### config.mk
export PLATFORM = sky130hd
export DESIGN_NAME = dma_ctrl_top
export DESIGN_NICKNAME = d
export VERILOG_FILES = /design/src/design/dma_ctrl_pkg.sv /design/src/design/axil_write_master.sv /design/src/design/chunk_walker.sv /design/src/design/dma_cmd_fsm.sv /design/src/design/dma_ctrl_top.sv
export VERILOG_INCLUDE_DIRS = /design/src /design/src/include
export SDC_FILE = /design/constraint.sdc
export NUM_CORES = 1
export LEC_CHECK = 0
export ABC_AREA = 0
export CELL_PAD_IN_SITES_DETAIL_PLACEMENT = 1
export CELL_PAD_IN_SITES_GLOBAL_PLACEMENT = 1
export CORE_MARGIN = 4
export CORE_UTILIZATION = 47
export CTS_BUF_LIST = sky130_fd_sc_hd__clkbuf_8
export CTS_CLUSTER_SIZE = 8
export DETAILED_ROUTE_END_ITERATION = 16
export DONT_BUFFER_PORTS = 1
export HOLD_SLACK_MARGIN = 0.08
export PLACE_DENSITY_LB_ADDON = 0.1
export SLEW_MARGIN = 20
export SYNTH_ARGS = -nofsm -noshare
export SYNTH_HDL_FRONTEND = slang
export SYNTH_SLANG_ARGS = --single-unit
export TNS_END_PERCENT = 1
### constraint.sdc
create_clock -name clk -period 5.98 [get_ports clk]
set_input_delay 0.598 -clock clk [delete_from_list [all_inputs] [get_ports clk]]
set_output_delay 0.598 -clock clk [all_outputs]
set_load 0.01 [all_outputs]
### src/include/dma_ctrl_consts.svh
// ~~~~~~~~~~~~~~~~~~~~~~~~~~~~~~
// dma sequencer constants
// engine register map, local window, widths
// ~~~~~~~~~~~~~~~~~~~~~~~~~~~~~~
`ifndef DMA_CTRL_CONSTS_SVH
`define DMA_CTRL_CONSTS_SVH

// engine register offsets
`define DMA_CTRL_OFS        6'h00
`define DMA_MASK_OFS        6'h04
`define DMA_STATUS_OFS      6'h0C
`define DMA_RD_ADDR_OFS     6'h10
`define DMA_WR_ADDR_OFS     6'h20
`define DMA_BTT_OFS         6'h30

`define DMA_LOCAL_WINDOW    32'h0004_0000 // local sram as seen by the engine
`define DMA_ELEM_BYTES      2
`define DMA_MAX_OUTSTANDING 4             // write responses in flight

// widths
`define DMA_OFS_W           6
`define DMA_ADDR_W          32
`define DMA_DATA_W          32
`define DMA_STRB_W          4
`define DMA_STEP_W          24
`define DMA_RESP_CNT_W      3

`endif

### src/design/dma_ctrl_pkg.sv
// ~~~~~~~~~~~~~~~~~~~~~~~~~~~~~~
// dma sequencer types
// bus vectors, walk widths, sequencer states
// ~~~~~~~~~~~~~~~~~~~~~~~~~~~~~~

`include "dma_ctrl_consts.svh"

package dma_ctrl_pkg;

    typedef logic [`DMA_OFS_W-1:0]      reg_ofs_t;   // engine register offset
    typedef logic [`DMA_ADDR_W-1:0]     axil_addr_t;
    typedef logic [`DMA_DATA_W-1:0]     axil_data_t;
    typedef logic [`DMA_STEP_W-1:0]     step_t;      // steps, limits, counts
    typedef logic [`DMA_RESP_CNT_W-1:0] resp_cnt_t;

    // per-chunk command sequence
    typedef enum logic [3:0] {
        IDLE,
        SEND_SETUP,      // mask, btt, reader and writer addresses
        SYNC_WRESP,
        SEND_START,
        WAIT_START_RESP,
        WAIT_INTR,
        SEND_CLEAR,
        WAIT_CLEAR_RESP,
        NEXT_CHUNK
    } seq_state_t;

endpackage

### src/design/axil_write_master.sv
// ~~~~~~~~~~~~~~~~~~~~~~~~~~~~~~
// axi-lite write master
// single register writes, aw and w accepted
// independently, counts open responses
// ~~~~~~~~~~~~~~~~~~~~~~~~~~~~~~
`timescale 1ns/1ns

`include "dma_ctrl_consts.svh"

module axil_write_master (
    input  logic                     clk,
    input  logic                     rst,
    input  logic                     wr_req,
    input  dma_ctrl_pkg::reg_ofs_t   wr_ofs,
    input  dma_ctrl_pkg::axil_data_t wr_data,
    output logic                     wr_ready,
    output logic                     resp_idle,
    output logic                     awvalid,
    input  logic                     awready,
    output dma_ctrl_pkg::axil_addr_t awaddr,
    output logic                     wvalid,
    input  logic                     wready,
    output dma_ctrl_pkg::axil_data_t wdata,
    output logic [`DMA_STRB_W-1:0]   wstrb,
    input  logic                     bvalid,
    output logic                     bready
);

    import dma_ctrl_pkg::*;

    reg_ofs_t  ofs_q;
    resp_cnt_t out_cnt;
    logic      aw_hs;
    logic      w_hs;
    logic      wr_done;
    logic      b_hs;

    assign aw_hs = awvalid && awready;
    assign w_hs  = wvalid && wready;
    // second of the two channels goes through this cycle
    assign wr_done = (aw_hs || w_hs) && (aw_hs || !awvalid) && (w_hs || !wvalid);
    assign b_hs    = bvalid && bready;

    assign wr_ready  = !awvalid && !wvalid;
    assign resp_idle = (out_cnt == '0);
    assign bready    = !resp_idle;
    assign awaddr    = axil_addr_t'(ofs_q);
    assign wstrb     = '1; // full word writes only

    always_ff @(posedge clk) begin
        if (rst) begin
            awvalid <= 1'b0;
            wvalid  <= 1'b0;
        end else if (wr_req && wr_ready) begin
            awvalid <= 1'b1;
            wvalid  <= 1'b1;
        end else begin
            if (aw_hs) begin
                awvalid <= 1'b0;
            end
            if (w_hs) begin
                wvalid <= 1'b0;
            end
        end
    end

    always_ff @(posedge clk) begin
        if (wr_req && wr_ready) begin
            ofs_q <= wr_ofs;
            wdata <= wr_data;
        end
    end

    // open responses, up on a finished write, down on b
    always_ff @(posedge clk) begin
        if (rst) begin
            out_cnt <= '0;
        end else if (wr_done && !b_hs) begin
            out_cnt <= out_cnt + 1'b1;
        end else if (b_hs && !wr_done) begin
            out_cnt <= out_cnt - 1'b1;
        end
    end

    a_aw_hold: assert property (@(posedge clk) disable iff (rst)
        awvalid && !awready |=> awvalid);

    a_out_max: assert property (@(posedge clk) disable iff (rst)
        out_cnt <= resp_cnt_t'(`DMA_MAX_OUTSTANDING));

endmodule

### src/design/chunk_walker.sv
// ~~~~~~~~~~~~~~~~~~~~~~~~~~~~~~
// chunk walker
// y inner, z outer, yields source and
// local addresses per chunk
// ~~~~~~~~~~~~~~~~~~~~~~~~~~~~~~
`timescale 1ns/1ns

`include "dma_ctrl_consts.svh"

module chunk_walker (
    input  logic                     clk,
    input  logic                     rst,
    input  logic                     load,
    input  logic                     step,
    input  dma_ctrl_pkg::axil_addr_t src_base,
    input  dma_ctrl_pkg::step_t      ett,
    input  dma_ctrl_pkg::step_t      y_step,
    input  dma_ctrl_pkg::step_t      y_lim,
    input  dma_ctrl_pkg::step_t      z_step,
    input  dma_ctrl_pkg::step_t      z_lim,
    output dma_ctrl_pkg::axil_addr_t src_addr,
    output dma_ctrl_pkg::axil_addr_t local_addr,
    output dma_ctrl_pkg::axil_data_t btt,
    output logic                     last_chunk
);

    import dma_ctrl_pkg::*;

    axil_addr_t base_q;
    step_t      ett_q;
    step_t      y_step_q;
    step_t      y_lim_q;
    step_t      z_step_q;
    step_t      z_lim_q;
    step_t      y_idx;
    step_t      z_idx;
    step_t      y_acc;
    step_t      z_acc;
    axil_addr_t local_ofs;

    // job settings, held for the whole walk
    always_ff @(posedge clk) begin
        if (load) begin
            base_q   <= src_base;
            ett_q    <= ett;
            y_step_q <= y_step;
            y_lim_q  <= y_lim;
            z_step_q <= z_step;
            z_lim_q  <= z_lim;
        end
    end

    always_ff @(posedge clk) begin
        if (rst || load) begin
            y_idx     <= '0;
            z_idx     <= '0;
            y_acc     <= '0;
            z_acc     <= '0;
            local_ofs <= '0;
        end else if (step) begin
            local_ofs <= local_ofs + btt; // chunks packed back to back
            if (y_idx == y_lim_q) begin
                y_idx <= '0;
                y_acc <= '0;
                z_idx <= z_idx + 1'b1;
                z_acc <= z_acc + z_step_q;
            end else begin
                y_idx <= y_idx + 1'b1;
                y_acc <= y_acc + y_step_q;
            end
        end
    end

    assign btt        = axil_data_t'(ett_q) * `DMA_ELEM_BYTES;
    assign src_addr   = base_q + axil_addr_t'(y_acc) * `DMA_ELEM_BYTES
                      + axil_addr_t'(z_acc) * `DMA_ELEM_BYTES;
    assign local_addr = `DMA_LOCAL_WINDOW + local_ofs;
    assign last_chunk = (y_idx == y_lim_q) && (z_idx == z_lim_q);

    a_no_step_past_end: assert property (@(posedge clk) disable iff (rst)
        step |-> !last_chunk);

endmodule

### src/design/dma_cmd_fsm.sv
// ~~~~~~~~~~~~~~~~~~~~~~~~~~~~~~
// dma command FSM
// per-chunk register writes, interrupt
// wait and clear, job done
// ~~~~~~~~~~~~~~~~~~~~~~~~~~~~~~
`timescale 1ns/1ns

`include "dma_ctrl_consts.svh"

module dma_cmd_fsm (
    input  logic                     clk,
    input  logic                     rst,
    input  logic                     start,
    input  logic                     dma_intr,
    input  logic                     wr_ready,
    input  logic                     resp_idle,
    input  dma_ctrl_pkg::axil_addr_t src_addr,
    input  dma_ctrl_pkg::axil_addr_t local_addr,
    input  dma_ctrl_pkg::axil_data_t btt,
    input  logic                     last_chunk,
    output logic                     wr_req,
    output dma_ctrl_pkg::reg_ofs_t   wr_ofs,
    output dma_ctrl_pkg::axil_data_t wr_data,
    output logic                     load,
    output logic                     step,
    output logic                     busy,
    output logic                     done
);

    import dma_ctrl_pkg::*;

    localparam axil_data_t MASK_DATA  = 32'd3; // reader and writer irq enable
    localparam axil_data_t START_DATA = 32'd3; // start reader and writer
    localparam axil_data_t CLEAR_DATA = 32'd1;

    seq_state_t state;
    logic [1:0] setup_idx;  // which of the four setup writes
    logic       wr_taken;
    logic       bus_idle;

    assign wr_taken = wr_req && wr_ready;
    // nothing presented and nothing in flight
    assign bus_idle = wr_ready && resp_idle;

    always_comb begin
        wr_req  = 1'b0;
        wr_ofs  = `DMA_MASK_OFS;
        wr_data = MASK_DATA;
        case (state)
            SEND_SETUP: begin
                wr_req = 1'b1;
                case (setup_idx)
                    2'd0: begin
                        wr_ofs  = `DMA_MASK_OFS;
                        wr_data = MASK_DATA;
                    end
                    2'd1: begin
                        wr_ofs  = `DMA_BTT_OFS;
                        wr_data = btt;
                    end
                    2'd2: begin
                        wr_ofs  = `DMA_RD_ADDR_OFS;
                        wr_data = axil_data_t'(src_addr);
                    end
                    default: begin
                        wr_ofs  = `DMA_WR_ADDR_OFS;
                        wr_data = axil_data_t'(local_addr);
                    end
                endcase
            end
            SEND_START: begin
                wr_req  = 1'b1;
                wr_ofs  = `DMA_CTRL_OFS;
                wr_data = START_DATA;
            end
            SEND_CLEAR: begin
                wr_req  = 1'b1;
                wr_ofs  = `DMA_STATUS_OFS;
                wr_data = CLEAR_DATA;
            end
            default: begin
                wr_req = 1'b0;
            end
        endcase
    end

    always_ff @(posedge clk) begin
        if (rst) begin
            state     <= IDLE;
            setup_idx <= '0;
            done      <= 1'b0;
        end else begin
            done <= 1'b0;
            case (state)
                IDLE: begin
                    setup_idx <= '0;
                    if (start) begin
                        state <= SEND_SETUP;
                    end
                end
                SEND_SETUP: begin
                    if (wr_taken) begin
                        setup_idx <= setup_idx + 1'b1; // wraps back to mask
                        if (setup_idx == 2'd3) begin
                            state <= SYNC_WRESP;
                        end
                    end
                end
                SYNC_WRESP: begin
                    if (bus_idle) begin
                        state <= SEND_START;
                    end
                end
                SEND_START: begin
                    if (wr_taken) begin
                        state <= WAIT_START_RESP;
                    end
                end
                WAIT_START_RESP: begin
                    if (bus_idle) begin
                        state <= WAIT_INTR;
                    end
                end
                WAIT_INTR: begin
                    if (dma_intr) begin
                        state <= SEND_CLEAR;
                    end
                end
                SEND_CLEAR: begin
                    if (wr_taken) begin
                        state <= WAIT_CLEAR_RESP;
                    end
                end
                WAIT_CLEAR_RESP: begin
                    if (bus_idle) begin
                        if (last_chunk) begin
                            state <= IDLE;
                            done  <= 1'b1;
                        end else begin
                            state <= NEXT_CHUNK;
                        end
                    end
                end
                NEXT_CHUNK: begin
                    state <= SEND_SETUP; // walker settles during this cycle
                end
                default: begin
                    state <= IDLE;
                end
            endcase
        end
    end

    assign load = (state == IDLE) && start;
    assign step = (state == NEXT_CHUNK);
    assign busy = (state != IDLE);

endmodule

### src/design/dma_ctrl_top.sv
// ~~~~~~~~~~~~~~~~~~~~~~~~~~~~~~
// dma command sequencer top
// FSM, chunk walker, axi-lite write master
// ~~~~~~~~~~~~~~~~~~~~~~~~~~~~~~
`timescale 1ns/1ns

`include "dma_ctrl_consts.svh"

module dma_ctrl_top (
    input  logic                     clk,
    input  logic                     rst,
    input  logic                     start,
    input  logic                     dma_intr,
    input  dma_ctrl_pkg::axil_addr_t src_base,
    input  dma_ctrl_pkg::step_t      ett,
    input  dma_ctrl_pkg::step_t      y_step,
    input  dma_ctrl_pkg::step_t      y_lim,
    input  dma_ctrl_pkg::step_t      z_step,
    input  dma_ctrl_pkg::step_t      z_lim,
    output logic                     busy,
    output logic                     done,
    output logic                     awvalid,
    input  logic                     awready,
    output dma_ctrl_pkg::axil_addr_t awaddr,
    output logic                     wvalid,
    input  logic                     wready,
    output dma_ctrl_pkg::axil_data_t wdata,
    output logic [`DMA_STRB_W-1:0]   wstrb,
    input  logic                     bvalid,
    output logic                     bready
);

    import dma_ctrl_pkg::*;

    logic       wr_req;
    reg_ofs_t   wr_ofs;
    axil_data_t wr_data;
    logic       wr_ready;
    logic       resp_idle;
    logic       load;
    logic       step;
    axil_addr_t src_addr;
    axil_addr_t local_addr;
    axil_data_t btt;
    logic       last_chunk;

    dma_cmd_fsm dma_cmd_fsm_inst (
        .clk        (clk),
        .rst        (rst),
        .start      (start),
        .dma_intr   (dma_intr),
        .wr_ready   (wr_ready),
        .resp_idle  (resp_idle),
        .src_addr   (src_addr),
        .local_addr (local_addr),
        .btt        (btt),
        .last_chunk (last_chunk),
        .wr_req     (wr_req),
        .wr_ofs     (wr_ofs),
        .wr_data    (wr_data),
        .load       (load),
        .step       (step),
        .busy       (busy),
        .done       (done)
    );

    chunk_walker chunk_walker_inst (
        .clk        (clk),
        .rst        (rst),
        .load       (load),
        .step       (step),
        .src_base   (src_base),
        .ett        (ett),
        .y_step     (y_step),
        .y_lim      (y_lim),
        .z_step     (z_step),
        .z_lim      (z_lim),
        .src_addr   (src_addr),
        .local_addr (local_addr),
        .btt        (btt),
        .last_chunk (last_chunk)
    );

    axil_write_master axil_write_master_inst (
        .clk       (clk),
        .rst       (rst),
        .wr_req    (wr_req),
        .wr_ofs    (wr_ofs),
        .wr_data   (wr_data),
        .wr_ready  (wr_ready),
        .resp_idle (resp_idle),
        .awvalid   (awvalid),
        .awready   (awready),
        .awaddr    (awaddr),
        .wvalid    (wvalid),
        .wready    (wready),
        .wdata     (wdata),
        .wstrb     (wstrb),
        .bvalid    (bvalid),
        .bready    (bready)
    );

endmodule

==> results of run 1 <==
[where the power goes]
group	switching [mW]	leakage, nW	internal [mW]	total, mW
Combinational	0.949	4.63	0.525	1.47
Clock	0.956	0.625	0.992	1.95
Sequential	0.275	2.90	2.88	3.16
[cell families after synthesis]
kind of cell    Yosys count  share of synthesized area
other cells               2                   0.000422
flops                   327                      0.474
mux                       9                    0.00507
compound gates          394                      0.146
fa+ha+maj               132                      0.105
buf+inv                 114                     0.0315
simple gates            546                      0.146
xor+xnor                187                     0.0921
[Yosys cell counts, drive strengths merged (23+ instances only)]
cell    count
dfxtp     139
and3       23
xor2      103
edfxtp    188
clkbuf     34
ha        103
o21ai      62
nand2     162
xnor2      84
a21oi     135
fa         29
buf        54
inv        26
nor2      153
nand3      46
nor3       33
a21o       41
a211oi     23
[area by class of cell]
| class | instances | share of cell area |
|---|---|---|
| Antenna cell | 2 | 0.000241 |
| Clock buffer | 58 | 0.0384 |
| Clock inverter | 46 | 0.0124 |
| Inverter | 26 | 0.00470 |
| Multi-Input combinational cell | 1300 | 0.429 |
| Sequential cell | 327 | 0.406 |
| Tap cell | 504 | 0.0303 |
| Timing Repair Buffer | 166 | 0.0793 |
[worst max-delay path, stage by stage, from the launching register on]
cell and delay (ns):
dfxtp_1 0.48, fa_1 0.47, ha_1 0.27, fa_1 0.42, a21o_1 0.20, a21oi_1 0.27, o21ai_1 0.19, nand3_1 0.16
or4b_1 0.45, a31oi_1 0.21, xnor2_1 0.08, a221oi_1 0.24, a211oi_1 0.07
[worst paths after layout]
| kind | to | slack (ns) | depth (start not counted) |
|---|---|---|---|
| min reg2reg | chunk_walker_inst.local_ofs[10] | 0.48 | 2 |
| max reg2reg | axil_write_master_inst.wdata[18] | 2.20 | 12 |
| min | dma_cmd_fsm_inst.state[3] | 0.16 | 2 |
| max | axil_write_master_inst.wdata[18] | 2.20 | 12 |
[timing repair]
action | in CTS | in global routing
hold endpoints to repair | 162 | 0
hold buffers | 153 | 0
endpoints found under the setup margin | 0 | 0
[sequential cells by signal (all words and copies together), names as in the netlist]
signal / count
chunk_walker_inst.y_step_q: 24
axil_write_master_inst.wdata: 32
dma_cmd_fsm_inst.state: 4
chunk_walker_inst.y_acc: 24
chunk_walker_inst.z_acc: 24
axil_write_master_inst.awvalid: 1
axil_write_master_inst.out_cnt: 3
dma_cmd_fsm_inst.setup_idx: 2
chunk_walker_inst.z_step_q: 24
chunk_walker_inst.y_idx: 24
dma_cmd_fsm_inst.done: 1
axil_write_master_inst.ofs_q: 4
chunk_walker_inst.y_lim_q: 24
axil_write_master_inst.wvalid: 1
chunk_walker_inst.z_idx: 24
chunk_walker_inst.base_q: 32
chunk_walker_inst.z_lim_q: 24
chunk_walker_inst.ett_q: 24
chunk_walker_inst.local_ofs: 31
[metal layers]
metal / vias to the layer above / track usage
met4: 4 / 0.0587
li1: 6508 / -
met1: 6573 / 0.327
met3: 74 / 0.0497
met2: 328 / 0.395
met5: - / 0
[through the flow]
stage / setup slack (ns) / std cells / cell area, µm² / hold WS, ns / util
after floorplan: 0.116 / 1741 / 17900 / 0.449 / -
after global placement: 2.36 / 2169 / 18200 / 0.459 / 0.491
after detailed placement: 2.27 / 2169 / 18200 / 0.470 / 0.491
after CTS: 2.26 / 2426 / 20700 / 0.105 / 0.561
after global routing: 1.93 / 2429 / 20800 / 0.135 / 0.562
final: 2.20 / 2429 / 20800 / 0.157 / 0.562
==> flow_summary.toml, run 1 <==
[critical_path]
cp_data_arrival_time_ns = 4.15
cp-end-kind = "flop"
critPathKind = "flop to flop"
crit_start = "chunk_walker_inst.z_acc[1]"
critPathLaunchType = "flop"
critPathMaxFanout = 4
crit_required_ns = 6.35
r2r_start = "chunk_walker_inst.z_acc[1]"

[power]
max-vdd-ir-drop_mv = 0.463
p_leak_nw = 8.16
p_per_area_nw_per_um2 = 317
power_mw = 6.58

[synth]
synth_seq_area_share = 0.474
synth_edf_count = 188
syn_inst = 1711
ys_ff_latch = 327
netlist_area_um2 = 17800
ys_top_cells_by_area = "edfxtp_1 (32%), dfxtp_1 (16%), ha_1 (7.2%), xor2_1 (5.1%), xnor2_1 (4.1%)"
synth.avg_cell_area_um2 = 10.4
async_flop_share = 0
synth_largest_area_cell = "edfxtp_1"
synth_top_area_frac = 0.318
ys.flop_type = "edfxtp_1"
ys_types = 80
yosysWarnings = 0

[floorplanning]
rows = 70
dieArea_um2 = 41000
coreArea_um2 = 37000
die_x_um = 203
die_h_um = 203
io_pins = 232
initial_core_util = 0.481

[drt]
wl_met3_mm = 2.77
vias = 13487
highest_layer = "met5"
ant_nets = 0
drcViolationCount = 0
wl_per_cell_um = 20.5
firstDrtPassIters = 5
wl_met2_mm = 23.5
m1WireLength_mm = 22.6
drt_wl_total_mm = 49.9
vias_per_cell = 5.55
drt_iter0_markers = 628

[finish]
multi_input_area_um2 = 8920
area_delta_synth_final_pct = 16.9
layout-drive-gt1-share = 0.0593
final_cell_mix = "edfxtp_1 (188), nand2_1 (161), nor2_1 (153), dlygate4sd3_1 (153), dfxtp_1 (139)"
area.sequential_um2 = 8430
fin_nets = 2168
final_common_cell = "edfxtp_1"
num-fill-cells = 4023

[sta]
hold_viol = 0
relSlewSlack = 0.268
max_freq_ghz = 0.265
setup_tns_ns = 0
setup_viol = 0
post-route-period-util = 0.632
slew_violations = 0
finalCriticalPeriod_ns = 3.78
finClkSkew_ns = 0.0233
tightest_slew_ns = 1.09
rsz0062_at_grt = "false"

[clock_network]
clock-sinks = 327
clockBufferDepth = 3
h-tree-depth = 2
ctsResizeCount = 0
clk_latency_ns = 0.66
cts_buffers = 56
post-cts-setup-buffers = 0
clkTransAtPathRegs_ns = 0.06
cts_tree = "yes"
cts_root_buf = "clkbuf_8"

[worst_hold_path]
hold_start = "rst"
hold_class = "input pin to flop"

[placement]
gp_congestion = 0.863
io_buffers = 0
dp_hpwl_mm = 34.0

[global_routing]
track_usage = 0.240
antenna_found_initial = 4
grt_pass1_vias = 14109
grt_start_max_net_pins = 82
grt_remaining_overflow = 0
grt_pass1_wl_mm = 78.6

[status]
status = "complete, no violations"

[job]
drv_cap = 0
(Power assumes the default switching activity.)
==> run 2: changes to the inputs <==
--- a/config.mk
+++ b/config.mk
@@ -10,7 +10,7 @@
 export CELL_PAD_IN_SITES_DETAIL_PLACEMENT = 1
 export CELL_PAD_IN_SITES_GLOBAL_PLACEMENT = 1
 export CORE_MARGIN = 4
-export CORE_UTILIZATION = 47
+export CORE_UTILIZATION = 52
 export CTS_BUF_LIST = sky130_fd_sc_hd__clkbuf_8
 export CTS_CLUSTER_SIZE = 8
 export DETAILED_ROUTE_END_ITERATION = 16
==> constraint.sdc (replaced) <==
create_clock -name clk -period 3.8 [get_ports clk]
set_input_delay 0.38 -clock clk [delete_from_list [all_inputs] [get_ports clk]]
set_output_delay 0.38 -clock clk [all_outputs]
set_load 0.01 [all_outputs]
==> run 2 against run 1 <==
  * Fmax increased by 4.6%
  * Via count increased by 3.2%
  * Clock power increased by 72%
  * Wire length increased by 7.2%
  * Sequential share of layout area decreased by 0.25 points
  * Largest cell class unchanged
  * Clock-buffer cell count increased by 7
  * Global-route usage increased by 4.4 points
  * Critical path type unchanged
  * Highest routed layer is now met4
  * Design area increased by 0.64%
  * Flip-flop and latch count unchanged
  * Critical path depth increased by 1
  * Combinational power increased by 59%
==> flow_summary.toml, run 2 (synthesized netlist as in run 1, its figures left out) <==
[clock_network]
cts_buffers = 56
clockBufferDepth = 3
clkTransAtPathRegs_ns = 0.07
cts_tree = "yes"
post-cts-setup-buffers = 0
h-tree-depth = 2
cts_root_buf = "clkbuf_8"
clk_latency_ns = 0.66
clock-sinks = 327

[critical_path]
ff2ff_setup_slack_ns = 0.19
r2r_end = "axil_write_master_inst.wdata[30]"
reg2regPathDepth = 13
cp_data_arrival_time_ns = 4.01
path_cells = "fa_1 > ha_1 > fa_1 > a21o_1 > a21oi_1 > o21ai_1 > buf_4 > a21oi_2 > o41ai_4 > a41oi_2 > nor3b_1 > xnor2_1 > o22ai_1"
critPathKind = "flop to flop"
critPathMostFrequentCell = "fa_1"
cp_slowest_cell = "fa_1"
crit_required_ns = 4.19
cp-end-kind = "flop"
critPathMaxFanout = 4
r2r_start = "chunk_walker_inst.z_acc[1]"
critPathLaunchType = "flop"
max_stage_delay_ns = 0.56

[worst_hold_path]
min_delay_path_depth = 4
whs_endpoint = "chunk_walker_inst.z_acc[12]"
hold_class = "input pin to flop"
hold_start = "rst"

[sta]
hold_viol = 0
relSlewSlack = 0.324
setup_viol = 0
finClkSkew_ns = 0.0275
post-route-period-util = 0.951
slew_violations = 0
hold-worst-slack_ns = 0.162
rsz0062_at_grt = "false"
finalCriticalPeriod_ns = 3.61
setup_tns_ns = 0
tightest_slew_ns = 1.01
max_freq_ghz = 0.277

[drt]
drt_wl_total_mm = 53.5
firstDrtPassIters = 5
wl_per_cell_um = 22.4
vias_per_cell = 5.82
vias = 13914
drcViolationCount = 0
drt_iter0_markers = 819
ant_nets = 0

[job]
drv_cap = 0

[global_routing]
grt_pass1_vias = 14805
grt_pass1_wl_mm = 82.5
grt_start_max_net_pins = 98
antenna_found_initial = 3
grt_remaining_overflow = 0
track_usage = 0.283

[placement]
io_buffers = 0
dpl_cell_area_um2 = 18200
dp_hpwl_mm = 34.8
gp_congestion = 0.876

[power]
power.switching_mw = 3.56
power_mw = 10.7
clockPowerShare = 0.313
internal_power_mw = 7.13
pwr-share-comb = 0.219
max-vdd-ir-drop_mv = 0.433
p_leak_nw = 8.26
seq_power_share = 0.467
p_per_area_nw_per_um2 = 511
power_switching_share = 0.333

[floorplanning]
dieArea_um2 = 37200
coreArea_um2 = 33600
rows = 67
io_pins = 232
die_h_um = 193
die_x_um = 193
initial_core_util = 0.529

[finish]
area_delta_synth_final_pct = 17.6
top_regs = "axil_write_master_inst.wdata x32, chunk_walker_inst.base_q x32, chunk_walker_inst.local_ofs x31"
final_common_cell = "edfxtp_1"
fin_util = 0.622
final_cell_mix = "edfxtp_1 (188), nand2_1 (161), dlygate4sd3_1 (156)"
final_cell_area_um2 = 20900
num-fill-cells = 3546
fin_nets = 2179
layout-drive-gt1-share = 0.0671

[status]
status = "complete, no violations"
==> run 2: how the worst max path moves through the flow <==
| stage | startpoint | end | depth (start not counted) |
|---|---|---|---|
| floorplan | chunk_walker_inst.y_acc[1] | axil_write_master_inst.wdata[18] | 12 |
| global placement | chunk_walker_inst.z_acc[7] | axil_write_master_inst.wdata[23] | 11 |
| detailed placement | chunk_walker_inst.base_q[8] | axil_write_master_inst.wdata[23] | 11 |
| CTS | chunk_walker_inst.z_acc[7] | axil_write_master_inst.wdata[23] | 11 |
| global route | chunk_walker_inst.z_acc[1] | axil_write_master_inst.wdata[18] | 12 |
| finish | chunk_walker_inst.z_acc[1] | axil_write_master_inst.wdata[30] | 13 |
==> run 2: power by group through the flow <==
stage	logic (mW)	clock network (mW)	registers (mW)
global placement	2.06	0	5.03
detailed placement	2.14	0	5.06
CTS	2.29	3.35	4.99
floorplan	1.64	0	4.85
finish	2.34	3.35	5.00
global route	2.58	3.59	5.04
==> run 2: critical path, delay by kind of cell, from the launching register on <==
kind | cells | cell delay [ns]
compound gates | 7 | 1.30
xor+xnor | 1 | 0.19
fa+ha+maj | 3 | 1.02
buf+inv | 1 | 0.16
flops | 1 | 0.37
simple gates | 1 | 0.32
==> run 2: metal layers <==
| layer | track usage | routed length, µm | part of all wire | vias to the layer above |
|---|---|---|---|---|
| met5 | 0 | 0 | 0 | - |
| met2 | 0.474 | 25600 | 0.48 | 402 |
| met4 | 0.0765 | 1310 | 0.025 | 0 |
| met1 | 0.378 | 23500 | 0.44 | 6882 |
| li1 | - | - | - | 6532 |
| met3 | 0.0584 | 3150 | 0.059 | 98 |
==> run 2: repair_timing <==
action                     CTS  global route
gates resized for setup      1             3
hold endpoints to repair   165             0
setup endpoints to repair    1             9
hold buffers               156             0
==> run 2: area by class of cell <==
type | count | area, µm² | share of cell area
Antenna cell | 6 | 15.0 | 0.000718
Clock buffer | 65 | 895 | 0.0428
Clock inverter | 41 | 269 | 0.0129
Inverter | 26 | 97.6 | 0.00467
Multi-Input combinational cell | 1300 | 8930 | 0.427
Sequential cell | 327 | 8430 | 0.403
Tap cell | 448 | 561 | 0.0268
Timing Repair Buffer | 177 | 1720 | 0.0824
==> run 2: stage by stage <==
step / setup WS, ns / std cells
detailed placement: 0.0173 / 2122
global placement: 0.178 / 2122
CTS: 0.0680 / 2384
finish: 0.188 / 2390
global route: 0.0146 / 2388
floorplan: 0.418 / 1741
==> run 3: changes to the inputs <==
--- a/config.mk
+++ b/config.mk
@@ -9,6 +9,7 @@
 export ABC_AREA = 0
 export CELL_PAD_IN_SITES_DETAIL_PLACEMENT = 1
 export CELL_PAD_IN_SITES_GLOBAL_PLACEMENT = 1
+export CORE_ASPECT_RATIO = 1.4
 export CORE_MARGIN = 4
 export CORE_UTILIZATION = 52
 export CTS_BUF_LIST = sky130_fd_sc_hd__clkbuf_8
==> run 3 against run 2 <==
  * Critical path type unchanged
  * Design area fell by 0.74%
  * Via count increased by 0.52%
  * Highest routed layer is now met5
  * Flip-flop and latch count unchanged
==> flow_summary.toml, run 3 (synthesized netlist as in run 1, its figures left out) <==
[power]
p_leak_nw = 8.20
max-vdd-ir-drop_mv = 0.389
power_mw = 10.3
p_per_area_nw_per_um2 = 494

[finish]
final_cell_mix = "edfxtp_1 (188), nand2_1 (161), dlygate4sd3_1 (155)"
area_delta_synth_final_pct = 16.8
final_common_cell = "edfxtp_1"
fin_nets = 2175
fin_util = 0.620
top_regs = "axil_write_master_inst.wdata x32, chunk_walker_inst.base_q x32, chunk_walker_inst.local_ofs x31"
layout-drive-gt1-share = 0.0607

[sta]
setup_viol = 0
hold_viol = 0
finClkSkew_ns = 0.0333
finalCriticalPeriod_ns = 3.64
post-route-period-util = 0.958
relSlewSlack = 0.382
slew_violations = 0
tightest_slew_ns = 0.927
setup_tns_ns = 0
max_freq_ghz = 0.275

[global_routing]
grt_start_max_net_pins = 116
grt_pass1_vias = 15282
antenna_found_initial = 9
grt_remaining_overflow = 0
track_usage = 0.281
grt_pass1_wl_mm = 82.1

[placement]
gp_congestion = 0.880
dp_hpwl_mm = 34.6
io_buffers = 0

[critical_path]
critPathLaunchType = "flop"
cp-end-kind = "flop"
critPathMaxFanout = 4
crit_required_ns = 4.12
critPathKind = "flop to flop"
cp_data_arrival_time_ns = 3.96

[clock_network]
clkTransAtPathRegs_ns = 0.07
cts_buffers = 53
clk_latency_ns = 0.63
clock-sinks = 327
cts_tree = "yes"
clockBufferDepth = 3
cts_root_buf = "clkbuf_8"
h-tree-depth = 2

[drt]
vias = 13987
wl_per_cell_um = 22.5
drt_iter0_markers = 788
drcViolationCount = 0
vias_per_cell = 5.88
drt_wl_total_mm = 53.5
firstDrtPassIters = 4
ant_nets = 0

[floorplanning]
coreArea_um2 = 33500
dieArea_um2 = 37300
rows = 79
die_h_um = 227
die_x_um = 164
io_pins = 232
initial_core_util = 0.531

[job]
drv_cap = 0

[worst_hold_path]
hold_class = "input pin to flop"

[status]
status = "complete, no violations"
run 3: changes by cell type in the layout (fill, tap and decap cells not counted), sizes merged:
cell | before | now
bufinv | 3 | 0
clkbuf | 65 | 58
clkinv | 14 | 11
diode | 6 | 7
dlygate4sd3 | 156 | 155
inv | 50 | 56
run 3: timing repair:
item / in CTS / in global routing
endpoints found under the hold margin: 164 / 0
setup endpoints to repair: 0 / 10
setup buffers: 0 / 0
hold buffers: 155 / 0
gates resized for setup: 0 / 8
run 3: final cells by class:
cell class | count | area (µm²)
clock inverters | 41 | 176
flip-flops and latches | 327 | 8430
fillers | 3557 | 12700
inverters | 26 | 97.6
multi-input cells | 1300 | 8940
clock buffers | 58 | 798
repair buffers | 176 | 1750
well taps | 445 | 557
diodes | 7 | 17.5
run 3: final timing paths:
kind	startpoint	to	slack (ns)	depth (start not counted)
max	chunk_walker_inst.base_q[4]	axil_write_master_inst.wdata[23]	0.16	12
min	rst	chunk_walker_inst.z_acc[12]	0.18	4
max reg2reg	chunk_walker_inst.base_q[4]	axil_write_master_inst.wdata[23]	0.16	12
min reg2reg	chunk_walker_inst.local_ofs[9]	chunk_walker_inst.local_ofs[9]	0.48	2
run 3: critical path, cell delays in order, from the launching register on:
cell,delay (ns)
edfxtp_1,0.44
fa_1,0.50
ha_1,0.38
o21ai_0,0.18
o21ai_1,0.23
a31oi_1,0.13
buf_4,0.17
a2111oi_4,0.40
a31oi_2,0.18
o21ai_2,0.28
xnor2_1,0.10
a221oi_1,0.25
a211oi_1,0.09
run 3: routing by layer:
layer  vias up  track usage  wire (µm)
met3       150       0.0466       2580
met4         4        0.126       2390
li1       6528            -          -
met5         -            0         21
met2       421        0.531      28800
met1      6884        0.304      19600
run 3: power breakdown:
group	internal, mW	switching, mW	leakage [nW]
Sequential	4.53	0.423	2.90
Combinational	0.847	1.55	4.69
Clock	1.41	1.51	0.610
run 3: stage by stage:
| step | cell area (µm²) | std cells | hold WS (ns) | setup WS [ns] |
|---|---|---|---|---|
| finish | 20800 | 2380 | 0.181 | 0.160 |
| global route | 20800 | 2380 | 0.173 | -0.0629 |
| floorplan | 17900 | 1741 | 0.449 | 0.418 |
| global placement | 18200 | 2119 | 0.452 | 0.174 |
| CTS | 20700 | 2373 | 0.139 | 0.00205 |
| detailed placement | 18200 | 2119 | 0.459 | 0.0335 |
